--- src/common/mem_stage_pkg.sv ---
/*
 * memory stage sizing
 * datapath widths, strobe geometry and writeback source codes
 */
`default_nettype none

package mem_stage_pkg;

    // datapath
    localparam int XLEN   = 64;
    localparam int PC_W   = 64;
    localparam int INST_W = 32;

    // byte lanes of one data word
    localparam int STRB_W = XLEN / 8;
    localparam int OFS_W  = $clog2(STRB_W);   // 3 for 64-bit words

    // where the register file value comes from
    localparam int WB_SEL_W = 2;

    localparam logic [WB_SEL_W-1:0] WB_SEL_ALU  = 2'd0;   // alu result, also jal/jalr link
    localparam logic [WB_SEL_W-1:0] WB_SEL_LOAD = 2'd1;   // extended memory data
    localparam logic [WB_SEL_W-1:0] WB_SEL_SRC2 = 2'd2;   // old csr value rides on src2

endpackage

`default_nettype wire

--- src/common/rv_isa_pkg.sv ---
/*
 * RV64I encoding constants used by the memory stage
 * opcodes, funct3 size and CSR codes, and the two instruction views
 */
`default_nettype none

package rv_isa_pkg;

    localparam int REG_W = 5;   // x0..x31

    // major opcodes, inst[6:0]
    localparam logic [6:0] OPC_LOAD      = 7'b0000011;
    localparam logic [6:0] OPC_STORE     = 7'b0100011;
    localparam logic [6:0] OPC_OP        = 7'b0110011;
    localparam logic [6:0] OPC_OP_IMM    = 7'b0010011;
    localparam logic [6:0] OPC_OP_32     = 7'b0111011;
    localparam logic [6:0] OPC_OP_IMM_32 = 7'b0011011;
    localparam logic [6:0] OPC_LUI       = 7'b0110111;
    localparam logic [6:0] OPC_AUIPC     = 7'b0010111;
    localparam logic [6:0] OPC_JAL       = 7'b1101111;
    localparam logic [6:0] OPC_JALR      = 7'b1100111;
    localparam logic [6:0] OPC_SYSTEM    = 7'b1110011;

    // load/store width in funct3, bit 2 set for the unsigned loads
    localparam logic [2:0] F3_B  = 3'b000;
    localparam logic [2:0] F3_H  = 3'b001;
    localparam logic [2:0] F3_W  = 3'b010;
    localparam logic [2:0] F3_D  = 3'b011;
    localparam logic [2:0] F3_BU = 3'b100;
    localparam logic [2:0] F3_HU = 3'b101;
    localparam logic [2:0] F3_WU = 3'b110;

    // csr ops that write rd
    localparam logic [2:0] F3_CSRRW = 3'b001;
    localparam logic [2:0] F3_CSRRS = 3'b010;

    // same 32 bits, I-type for loads, S-type for stores
    typedef union packed {
        struct packed {
            logic [11:0]      imm;
            logic [REG_W-1:0] rs1;
            logic [2:0]       funct3;
            logic [REG_W-1:0] rd;
            logic [6:0]       opcode;
        } i;
        struct packed {
            logic [6:0]       imm_hi;
            logic [REG_W-1:0] rs2;
            logic [REG_W-1:0] rs1;
            logic [2:0]       funct3;
            logic [4:0]       imm_lo;   // sits where rd is in the i view
            logic [6:0]       opcode;
        } s;
    } rv_inst_u;

endpackage

`default_nettype wire

--- src/mem_stage/load_result.sv ---
/*
 * load data extraction and register writeback select
 * byte/half/word/double pick with sign or zero extension
 */
`timescale 1ns/1ps
`default_nettype none

module load_result import mem_stage_pkg::*; import rv_isa_pkg::*; (
    input  logic [1:0]          size,
    input  logic                is_unsigned,
    input  logic [XLEN-1:0]     addr,
    input  logic [XLEN-1:0]     dmem_rdata,
    input  logic [XLEN-1:0]     alu_result,
    input  logic [XLEN-1:0]     src2,
    input  logic [WB_SEL_W-1:0] wb_sel,
    input  logic                valid,
    input  logic                blocked,
    input  logic                wen,
    input  logic [REG_W-1:0]    rd,
    output logic                rf_wen,
    output logic [REG_W-1:0]    rf_waddr,
    output logic [XLEN-1:0]     rf_wdata
);

    logic [OFS_W-1:0] ofs;
    logic [OFS_W-1:0] align_mask; // offset bits that must be zero
    logic [XLEN-1:0]  shifted;    // addressed byte moved to lane 0
    logic             ext_b;
    logic             ext_h;
    logic             ext_w;
    logic [XLEN-1:0]  load_val;
    logic [XLEN-1:0]  wdata;
    logic             go;         // word leaves the stage this cycle

    assign ofs     = addr[OFS_W-1:0];
    assign shifted = dmem_rdata >> {ofs, 3'b000};

    // fill bit, zero for lbu/lhu/lwu
    assign ext_b = !is_unsigned && shifted[7];
    assign ext_h = !is_unsigned && shifted[15];
    assign ext_w = !is_unsigned && shifted[31];

    always_comb begin
        case (size)
            2'd0:    load_val = {{(XLEN-8){ext_b}}, shifted[7:0]};
            2'd1:    load_val = {{(XLEN-16){ext_h}}, shifted[15:0]};
            2'd2:    load_val = {{(XLEN-32){ext_w}}, shifted[31:0]};
            default: load_val = shifted;   // ld, offset is 0
        endcase
    end

    always_comb begin
        case (wb_sel)
            WB_SEL_LOAD: wdata = load_val;
            WB_SEL_SRC2: wdata = src2;      // csrrw/csrrs
            default:     wdata = alu_result;
        endcase
    end

    assign go       = valid && !blocked;
    assign rf_wen   = go && wen;
    assign rf_waddr = go ? rd : '0;
    assign rf_wdata = go ? wdata : '0;

    assign align_mask = (OFS_W'(1) << size) - OFS_W'(1);

    // misaligned lh/lw/ld would read past the top lane
    always_comb begin
        if (go && wb_sel == WB_SEL_LOAD) begin
            a_load_aligned : assert final ((ofs & align_mask) == '0)
                else $error("misaligned load, size %0d addr %h", size, addr);
        end
    end

endmodule

`default_nettype wire

--- src/mem_stage/mem_decode.sv ---
/*
 * instruction decode for the memory stage
 * load/store kind, access size, signedness and writeback source
 */
`timescale 1ns/1ps
`default_nettype none

module mem_decode import mem_stage_pkg::*; import rv_isa_pkg::*; (
    input  logic                valid,
    input  logic [INST_W-1:0]   inst,
    output logic                is_mem,
    output logic                is_store,
    output logic [1:0]          size,          // log2 of access bytes
    output logic                is_unsigned,
    output logic [REG_W-1:0]    rs2,
    output logic [REG_W-1:0]    rd,
    output logic [WB_SEL_W-1:0] wb_sel,
    output logic                wen
);

    rv_inst_u iw;
    logic     ld_hit;   // legal load encoding
    logic     st_hit;   // legal store encoding
    logic     wr_hit;   // writes rd

    assign iw = inst;

    always_comb begin
        ld_hit      = 1'b0;
        st_hit      = 1'b0;
        wr_hit      = 1'b0;
        size        = 2'd0;
        is_unsigned = 1'b0;
        wb_sel      = WB_SEL_ALU;
        case (iw.i.opcode)
            OPC_LOAD: begin
                ld_hit = 1'b1;
                wb_sel = WB_SEL_LOAD;
                case (iw.i.funct3)
                    F3_B, F3_BU: size = 2'd0;
                    F3_H, F3_HU: size = 2'd1;
                    F3_W, F3_WU: size = 2'd2;
                    F3_D:        size = 2'd3;
                    default:     ld_hit = 1'b0;   // 3'b111 reserved
                endcase
                is_unsigned = iw.i.funct3 inside {F3_BU, F3_HU, F3_WU};
                wr_hit      = ld_hit;
            end
            OPC_STORE: begin
                st_hit = 1'b1;
                case (iw.s.funct3)
                    F3_B:    size = 2'd0;
                    F3_H:    size = 2'd1;
                    F3_W:    size = 2'd2;
                    F3_D:    size = 2'd3;
                    default: st_hit = 1'b0;   // no unsigned stores
                endcase
            end
            OPC_OP, OPC_OP_IMM, OPC_OP_32, OPC_OP_IMM_32,
            OPC_LUI, OPC_AUIPC, OPC_JAL, OPC_JALR: wr_hit = 1'b1;
            OPC_SYSTEM: begin
                if (iw.i.funct3 == F3_CSRRW || iw.i.funct3 == F3_CSRRS) begin
                    wr_hit = 1'b1;
                    wb_sel = WB_SEL_SRC2;   // old csr value read in ex
                end
            end
            default: wr_hit = 1'b0;
        endcase
    end

    assign is_store = valid && st_hit;
    assign is_mem   = valid && (ld_hit || st_hit);
    assign wen      = valid && wr_hit;
    assign rs2      = iw.s.rs2;
    assign rd       = iw.i.rd;

endmodule

`default_nettype wire

--- src/mem_stage/mem_stage.sv ---
/*
 * memory stage of the rv64 integer pipeline
 * ex/mem register, decode, store alignment and load writeback
 */
`timescale 1ns/1ps
`default_nettype none

module mem_stage import mem_stage_pkg::*; import rv_isa_pkg::*; (
    input  logic                clk,
    input  logic                rst,
    // from ex
    input  logic                in_valid,
    output logic                in_ready,
    input  logic [PC_W-1:0]     in_pc,
    input  logic [INST_W-1:0]   in_inst,
    input  logic [XLEN-1:0]     in_alu_result,
    input  logic [XLEN-1:0]     in_src2,
    // to wb
    output logic                out_valid,
    input  logic                out_ready,
    output logic [PC_W-1:0]     out_pc,
    output logic [INST_W-1:0]   out_inst,
    // register file write
    output logic                rf_wen,
    output logic [REG_W-1:0]    rf_waddr,
    output logic [XLEN-1:0]     rf_wdata,
    // wb feedback for rs2 forwarding
    input  logic                wb_wen,
    input  logic [REG_W-1:0]    wb_rd,
    input  logic [XLEN-1:0]     wb_wdata,
    // data memory
    output logic                dmem_req,
    output logic                dmem_we,
    output logic [XLEN-1:0]     dmem_addr,
    output logic [XLEN-1:0]     dmem_wdata,
    output logic [STRB_W-1:0]   dmem_wstrb,
    input  logic [XLEN-1:0]     dmem_rdata,
    input  logic                dmem_ready
);

    // held ex/mem word
    logic                valid;
    logic [INST_W-1:0]   inst;
    logic [XLEN-1:0]     alu_result;
    logic [XLEN-1:0]     src2;
    logic                blocked;   // waiting on dmem_ready

    // decode results
    logic                is_mem;
    logic                is_store;
    logic [1:0]          size;
    logic                is_unsigned;
    logic [REG_W-1:0]    rs2;
    logic [REG_W-1:0]    rd;
    logic [WB_SEL_W-1:0] wb_sel;
    logic                wen;

    assign dmem_addr = alu_result;   // effective address computed in ex

    mem_stage_reg u_reg (
        .clk(clk), .rst(rst),
        .in_valid(in_valid), .in_pc(in_pc), .in_inst(in_inst),
        .in_alu_result(in_alu_result), .in_src2(in_src2),
        .out_ready(out_ready), .is_mem(is_mem), .dmem_ready(dmem_ready),
        .in_ready(in_ready), .valid(valid), .pc(), .inst(inst),
        .alu_result(alu_result), .src2(src2), .blocked(blocked),
        .dmem_req(dmem_req), .out_valid(out_valid), .out_pc(out_pc), .out_inst(out_inst)
    );

    mem_decode u_decode (
        .valid(valid), .inst(inst),
        .is_mem(is_mem), .is_store(is_store), .size(size), .is_unsigned(is_unsigned),
        .rs2(rs2), .rd(rd), .wb_sel(wb_sel), .wen(wen)
    );

    store_align u_store (
        .is_store(is_store), .size(size), .rs2(rs2), .addr(alu_result), .src2(src2),
        .wb_wen(wb_wen), .wb_rd(wb_rd), .wb_wdata(wb_wdata),
        .dmem_wdata(dmem_wdata), .dmem_wstrb(dmem_wstrb), .dmem_we(dmem_we)
    );

    load_result u_load (
        .size(size), .is_unsigned(is_unsigned), .addr(alu_result), .dmem_rdata(dmem_rdata),
        .alu_result(alu_result), .src2(src2), .wb_sel(wb_sel),
        .valid(valid), .blocked(blocked), .wen(wen), .rd(rd),
        .rf_wen(rf_wen), .rf_waddr(rf_waddr), .rf_wdata(rf_wdata)
    );

endmodule

`default_nettype wire

--- src/mem_stage/mem_stage_reg.sv ---
/*
 * ex/mem pipeline register
 * holds one word, stalls on memory and on wb back-pressure
 */
`timescale 1ns/1ps
`default_nettype none

module mem_stage_reg import mem_stage_pkg::*; (
    input  logic              clk,
    input  logic              rst,
    input  logic              in_valid,
    input  logic [PC_W-1:0]   in_pc,
    input  logic [INST_W-1:0] in_inst,
    input  logic [XLEN-1:0]   in_alu_result,
    input  logic [XLEN-1:0]   in_src2,
    input  logic              out_ready,
    input  logic              is_mem,      // held word is a load or store
    input  logic              dmem_ready,
    output logic              in_ready,
    output logic              valid,
    output logic [PC_W-1:0]   pc,
    output logic [INST_W-1:0] inst,
    output logic [XLEN-1:0]   alu_result,
    output logic [XLEN-1:0]   src2,
    output logic              blocked,
    output logic              dmem_req,
    output logic              out_valid,
    output logic [PC_W-1:0]   out_pc,
    output logic [INST_W-1:0] out_inst
);

    always_ff @(posedge clk) begin
        if (rst) begin
            valid <= 1'b0;
        end else if (in_ready) begin
            valid <= in_valid;   // bubble in when ex has nothing
        end
    end

    // payload, loaded together with valid
    always_ff @(posedge clk) begin
        if (in_ready) begin
            pc         <= in_pc;
            inst       <= in_inst;
            alu_result <= in_alu_result;
            src2       <= in_src2;
        end
    end

    assign dmem_req = valid && is_mem;            // level, held until ready
    assign blocked  = dmem_req && !dmem_ready;

    assign in_ready  = !blocked && out_ready;     // stall ex while memory is busy
    assign out_valid = valid && !blocked;
    assign out_pc    = blocked ? '0 : pc;
    assign out_inst  = blocked ? '0 : inst;

    // request must not drop before memory answers
    a_req_held : assert property (@(posedge clk) disable iff (rst)
        dmem_req && !dmem_ready |=> dmem_req);

endmodule

`default_nettype wire

--- src/mem_stage/store_align.sv ---
/*
 * store data path
 * rs2 forwarding from wb, then byte lane placement and strobes
 */
`timescale 1ns/1ps
`default_nettype none

module store_align import mem_stage_pkg::*; import rv_isa_pkg::*; (
    input  logic              is_store,
    input  logic [1:0]        size,
    input  logic [REG_W-1:0]  rs2,
    input  logic [XLEN-1:0]   addr,
    input  logic [XLEN-1:0]   src2,
    input  logic              wb_wen,
    input  logic [REG_W-1:0]  wb_rd,
    input  logic [XLEN-1:0]   wb_wdata,
    output logic [XLEN-1:0]   dmem_wdata,
    output logic [STRB_W-1:0] dmem_wstrb,
    output logic              dmem_we
);

    logic              fwd_hit;
    logic [XLEN-1:0]   src;
    logic [OFS_W-1:0]  ofs;
    logic [OFS_W-1:0]  align_mask;   // offset bits that must be zero
    logic [STRB_W-1:0] size_strb;    // strobes at offset 0
    logic [XLEN-1:0]   byte_mask;

    // wb result is newer than the src2 read in decode
    assign fwd_hit = wb_wen && (wb_rd == rs2) && (rs2 != '0);
    assign src     = fwd_hit ? wb_wdata : src2;
    assign ofs     = addr[OFS_W-1:0];

    always_comb begin
        case (size)
            2'd0:    size_strb = 8'h01;   // sb
            2'd1:    size_strb = 8'h03;   // sh
            2'd2:    size_strb = 8'h0f;   // sw
            default: size_strb = 8'hff;   // sd
        endcase
    end

    // widen strobes to bits, keeps unused source bytes off the bus
    always_comb begin
        for (int b = 0; b < STRB_W; b++) begin
            byte_mask[8*b +: 8] = {8{size_strb[b]}};
        end
    end

    assign dmem_we    = is_store;
    assign dmem_wdata = is_store ? (src & byte_mask) << {ofs, 3'b000} : '0;
    assign dmem_wstrb = is_store ? size_strb << ofs : '0;

    assign align_mask = (OFS_W'(1) << size) - OFS_W'(1);

    // misaligned sh/sw/sd would lose strobes off the top lane
    always_comb begin
        if (is_store) begin
            a_store_aligned : assert final ((ofs & align_mask) == '0)
                else $error("misaligned store, size %0d addr %h", size, addr);
        end
    end

endmodule

`default_nettype wire
--- config.mk ---
export PLATFORM = sky130hd
export DESIGN_NAME = mem_stage
export DESIGN_NICKNAME = d
export VERILOG_FILES = /design/src/common/mem_stage_pkg.sv /design/src/common/rv_isa_pkg.sv /design/src/mem_stage/load_result.sv /design/src/mem_stage/mem_decode.sv /design/src/mem_stage/mem_stage.sv /design/src/mem_stage/mem_stage_reg.sv /design/src/mem_stage/store_align.sv
export SDC_FILE = /design/constraint.sdc
export NUM_CORES = 1
export LEC_CHECK = 0
export ABC_CLOCK_PERIOD_IN_PS = 11700
export BUFFER_PORTS_ARGS = -buffer_cell sky130_fd_sc_hd__buf_4
export CORE_AREA = 2 2 264 266
export DETAILED_ROUTE_END_ITERATION = 12
export DIE_AREA = 0 0 266 268
export MAX_ROUTING_LAYER = met4
export PLACE_DENSITY_LB_ADDON = 0.2
export SLEW_MARGIN = 20
export SYNTH_ARGS = -nofsm -noshare
export SYNTH_HDL_FRONTEND = slang
export SYNTH_SLANG_ARGS = --single-unit
--- constraint.sdc ---
create_clock -name clk -period 11.7 [get_ports clk]
set_input_delay 1.17 -clock clk [delete_from_list [all_inputs] [get_ports clk]]
set_output_delay 1.17 -clock clk [all_outputs]
set_load 0.05 [all_outputs]
### Word-level counts from Yosys, hierarchy flattened

Cells that the tools add are included.

* equal/unequal tests: 22
* shift-type cells: 3
* muxes and demuxes: 22
* bitwise logic cells: 1
* reductions and logical operators: 27

Operator list (count)
* $mux W64: 4
* $pmux W64 S3: 1
* $pmux W64 S2: 1
* $and A64 B64 Y64: 1
* $shl A64 B6 Y64: 1
* $shr A64 B6 Y64: 1
* $mux W32: 1
* $eq A7 B6 Y1 const B: 4
* $pmux W8 S3: 1
* $eq A7 B5 Y1 const B: 3
* $eq A7 B7 Y1 const B: 3
* $logic_and A1 B1 Y1: 13
* $pmux W2 S3: 2
* $eq A3 B3 Y1 const B: 3
* $mux W8: 1
* $pmux W2 S2: 2
* $reduce_or A8 Y1: 1
* $shl A8 B3 Y8: 1
* $eq A7 B2 Y1 const B: 1
* $reduce_or A7 Y1: 1
* $eq A3 B2 Y1 const B: 2
* $mux W1: 6
* $eq A5 B5 Y1: 1
* $mux W5: 1
* 13 further kinds: 19

* bits in registers: 225
* bits of input ports: 363
* output and inout port bits: 306
* logic and storage cells: 80

### Logic depth before layout (Yosys ltp)

* depth in word-level cells: 11
* gate-level depth with buffers: 12
* depth with buffers taken out: 9

### By module

From an unflattened synthesis, not the netlist that was laid out.

* cell total of the unflattened synthesis: 1369
* area total of the unflattened synthesis: 14705.4 sq um

By module, submodules not included
* mem_stage_reg: instances 1, cells an instance 339, area each 7503.4 sq um, sequential area each 6746.5 sq um
* load_result: instances 1, cells an instance 494, area each 3569.7 sq um, sequential area each 0.0 sq um
* store_align: instances 1, cells an instance 498, area each 3373.2 sq um, sequential area each 0.0 sq um
* mem_decode: instances 1, cells an instance 38, area each 259.0 sq um, sequential area each 0.0 sq um

### Worst setup path before layout

OpenSTA, ideal clock, no wires.

* path type: input -> output
* start: input port dmem_ready
* end: output port in_ready
* arrival: 11.863 ns
* data required time: 10.530 ns
* slack: -1.333 ns
* cell stages on the path: 3
* path through: nor3_1 clkbuf_1 nor2b_1

* longest elaborated chain between the ends: 4

RTL lines
* from (decl): RTL line mem_stage.sv:38 `input logic dmem_ready`
* $logic_not A1 Y1: RTL line mem_stage_reg.sv:51 `assign blocked = dmem_req && !dmem_ready;`
* $logic_and A1 B1 Y1: RTL line mem_stage_reg.sv:51
* $logic_not A1 Y1: RTL line mem_stage_reg.sv:53 `assign in_ready = !blocked && out_ready;`
* $logic_and A1 B1 Y1: RTL line mem_stage_reg.sv:53
* to (decl): RTL line mem_stage.sv:13 `output logic in_ready,`

No other way between the ends.

### Final worst setup path

* start: register u_reg.inst[4]
* end: output port rf_wdata[17]

* longest elaborated chain between the ends: 9

RTL lines
* from (decl): RTL line mem_stage_reg.sv:22 `output logic [INST_W-1:0] inst,`
* from (signal assigned): RTL line mem_stage_reg.sv:44 `inst <= in_inst;`
* parallel branches: the longest is 8 deep, another holds $pmux W64 S3
* $mux W64 (*): RTL line load_result.sv:63 `assign rf_wdata = go ? wdata : '0;`
* to (decl): RTL line mem_stage.sv:26 `output logic [XLEN-1:0] rf_wdata,`

Every way passes the cells marked *.

==> results_dict.tcl <==
set metrics [dict create \
    status "finished, final reports clean" \
    postCtsResizedCells 0 \
    postCtsSetupBuffers 0 \
    fin_worst_skew_ps 45.8 \
    async_reset_ff_frac 0 \
    max-cap-violations 0 \
    grt_pass1_vias 15000 \
    antenna_found_initial 11 \
    ff2ff_path_depth 7 \
    worstHoldPathCells 2 \
    vias_per_cell 5.14 \
    die_h_um 268 \
    finalCritPeriodShare 0.539 \
    wirelength_mm 90.0 \
    vias 14700 \
    synth.yosys.seq_area_share 0.470 \
    numPortBuffers 668 \
    wl_per_cell_um 31.4 \
    gr-total-overflow 0 \
    drc 0 \
    fin_setup_tns_ps 0 \
    gp_congestion 0.946 \
    worstHoldStart "u_reg.valid" \
    cts_tree "built" \
    cts_sinks 225 \
    dieWidth_um 266 \
    drv_slew 0 \
    cts_buffers 30 \
    grt_use_total 0.247 \
    syn_inst 1348 \
    areaGrowthSynthToFinish_pct 47.7 \
    synth_fp_nets 1713 \
    synthFlopType "edfxtp_1" \
    cp-startpoint "u_reg.inst[4]" \
    rows 96 \
    power_density_nw_per_um2 119 \
    hold_viol 0 \
    worstPathMaxFanout 14 \
    clk_pin_slew_ps 60 \
    critPathCaptureType "output port" \
    clock_path_buffers 3 \
    fmax_mhz 159 \
    hold_buffers 0 \
    syn_avg_cell_area_um2 10.6 \
    grt_pass1_wl_mm 120 \
    start_kind "flop" \
    placed_cell_area_um2 20100 \
    ys_warn_count 0 \
    drive_gt1_frac 0.423 \
    first_pass_iters 5 \
    timing.rr.start "u_reg.inst[4]" \
    min_path_type "reg2reg" \
    crit_arrival_ps 5130 \
    htreeDepth 1 \
    stdcell_area_um2 21200 \
    synth.cell_area_um2 14300 \
    dp_hpwl_mm 71.9 \
    rsz0062_at_grt "no" \
    fin_crit_ps 6300 \
    final_nets 2313 \
    worstMarginPinSlew_ps 1200 \
    grt_max_degree 136 \
    setup_viol 0 \
    start_util 0.210 \
    synth-edff-count 224 \
    ys_ff_latch 225 \
    cts-root-buf "clkbuf_16" \
    final_antenna_net_count 0 \
    timing_worst_setup_path_type "reg2out" \
    vdd_drop_max_mv 0.126 \
    p_leak_uw 0.00851 \
    netlist-cell-type-count 75 \
    required_ps 10530 \
    drt_iter0_drc 1298 \
    slew_headroom 0.193 \
    worstSkewPairLatency_ps 640 \
    die_area_um2 71300 \
    core_region_area_um2 68200 \
    ioPinCount 669 \
]
[through the flow]
stage,std cells,power (uW),hold slack [ps],setup WS [ps],util
floorplan,1348,1280,497,3040,-
global placement,2798,1560,561,5860,0.295
detailed placement,2798,1560,573,5940,0.295
CTS,2854,2560,582,5230,0.310
global route,2862,2610,606,5030,0.311
finish,2863,2520,578,5400,0.311
[area by class of cell]
type	count	area, um^2
diodes	9	22.5
flip-flops and latches	225	6750
fillers	7199	47000
clock inverters	20	250
well taps	882	1100
repair buffers	694	5230
clock buffers	36	773
inverters	14	53.8
multi-input cells	983	7010
[cells in the mapped netlist (all sizes together), types with 4 or more instances]
library cell    n  area [um^2]
mux2i         102         1020
nor2b          98          613
a21oi         123          627
xnor2           4         35.0
o21ai          74          370
a2bb2oi         8         70.1
clkbuf         74          278
a211oi         30          235
mux2           29          327
o22a            8         70.1
nor3b           5         37.5
o22ai          22          138
a22oi          35          268
edfxtp        224         6730
a221oi         24          210
o31a            8         70.1
inv            14         52.6
o211a           7         70.1
o211ai          8         60.1
nand3           8         40.0
nor3           15         80.1
mux4           24          541
o221ai          9         78.8
nor4            5         43.8
nand2          81          304
nor2           89          337
a31oi          27          169
and2           39          244
a21bo           8         80.1
a32oi          18          158
buf            52          314
o21a            7         52.6
o221a           9          101
or3             5         31.3
o31ai           7         52.6
o311ai          6         52.6
[kinds of logic (layout without fill, tap and decap cells)]
kind of cell    after synthesis  count (layout)  share of synthesized area
simple gates                361             361                      0.130
xor+xnor                      5               5                    0.00305
other cells                   0               9                          0
buf+inv                     140             764                     0.0449
mux                         155             155                      0.132
compound gates              460             460                      0.218
flops                       225             225                      0.470
fa+ha+maj                     2               2                    0.00174
[sequential cells by signal, summed over array words and instances (netlist names)]
name              cells
u_reg.alu_result     64
u_reg.inst           32
u_reg.pc             64
u_reg.src2           64
u_reg.valid           1
[routing by layer]
metal	part of all wire	global-route usage	up-vias
met1	0.39	0.294	7289
met3	0.086	0.0604	121
met4	0.048	0.102	0
met2	0.47	0.402	860
li1	-	-	6456
met5	0	-	-
[cells in the final DEF (no fill, tap or decap), drive strengths merged, types with 29 or more instances in the layout]
master  instances
nand2          81
and2           39
mux2           29
nor2b          98
buf           694
a22oi          35
a211oi         30
mux2i         102
o21ai          74
nor2           89
clkbuf         36
edfxtp        224
a21oi         123
[final timing paths]
check / end / slack [ps]
hold reg to reg: u_reg.valid / 580
setup / recovery: rf_wdata[17] / 5400
hold / removal: u_reg.valid / 580
setup reg to reg: u_reg.alu_result[52] / 7940
[power breakdown]
group          internal, uW  switching [uW]
Combinational           203             342
Sequential              941            54.8
Clock                   580             404
Total                  1720             800
[critical path, cell delays in order (launching register included)]
cell      delay, ps
edfxtp_1        560
nor2_1          450
nand2_1         280
nor2_1          420
ha_2            550
inv_1           320
nor2_1          810
a22oi_1         380
a21oi_1         420
buf_4           280
Note: power is estimated with default switching activity, not from simulation.
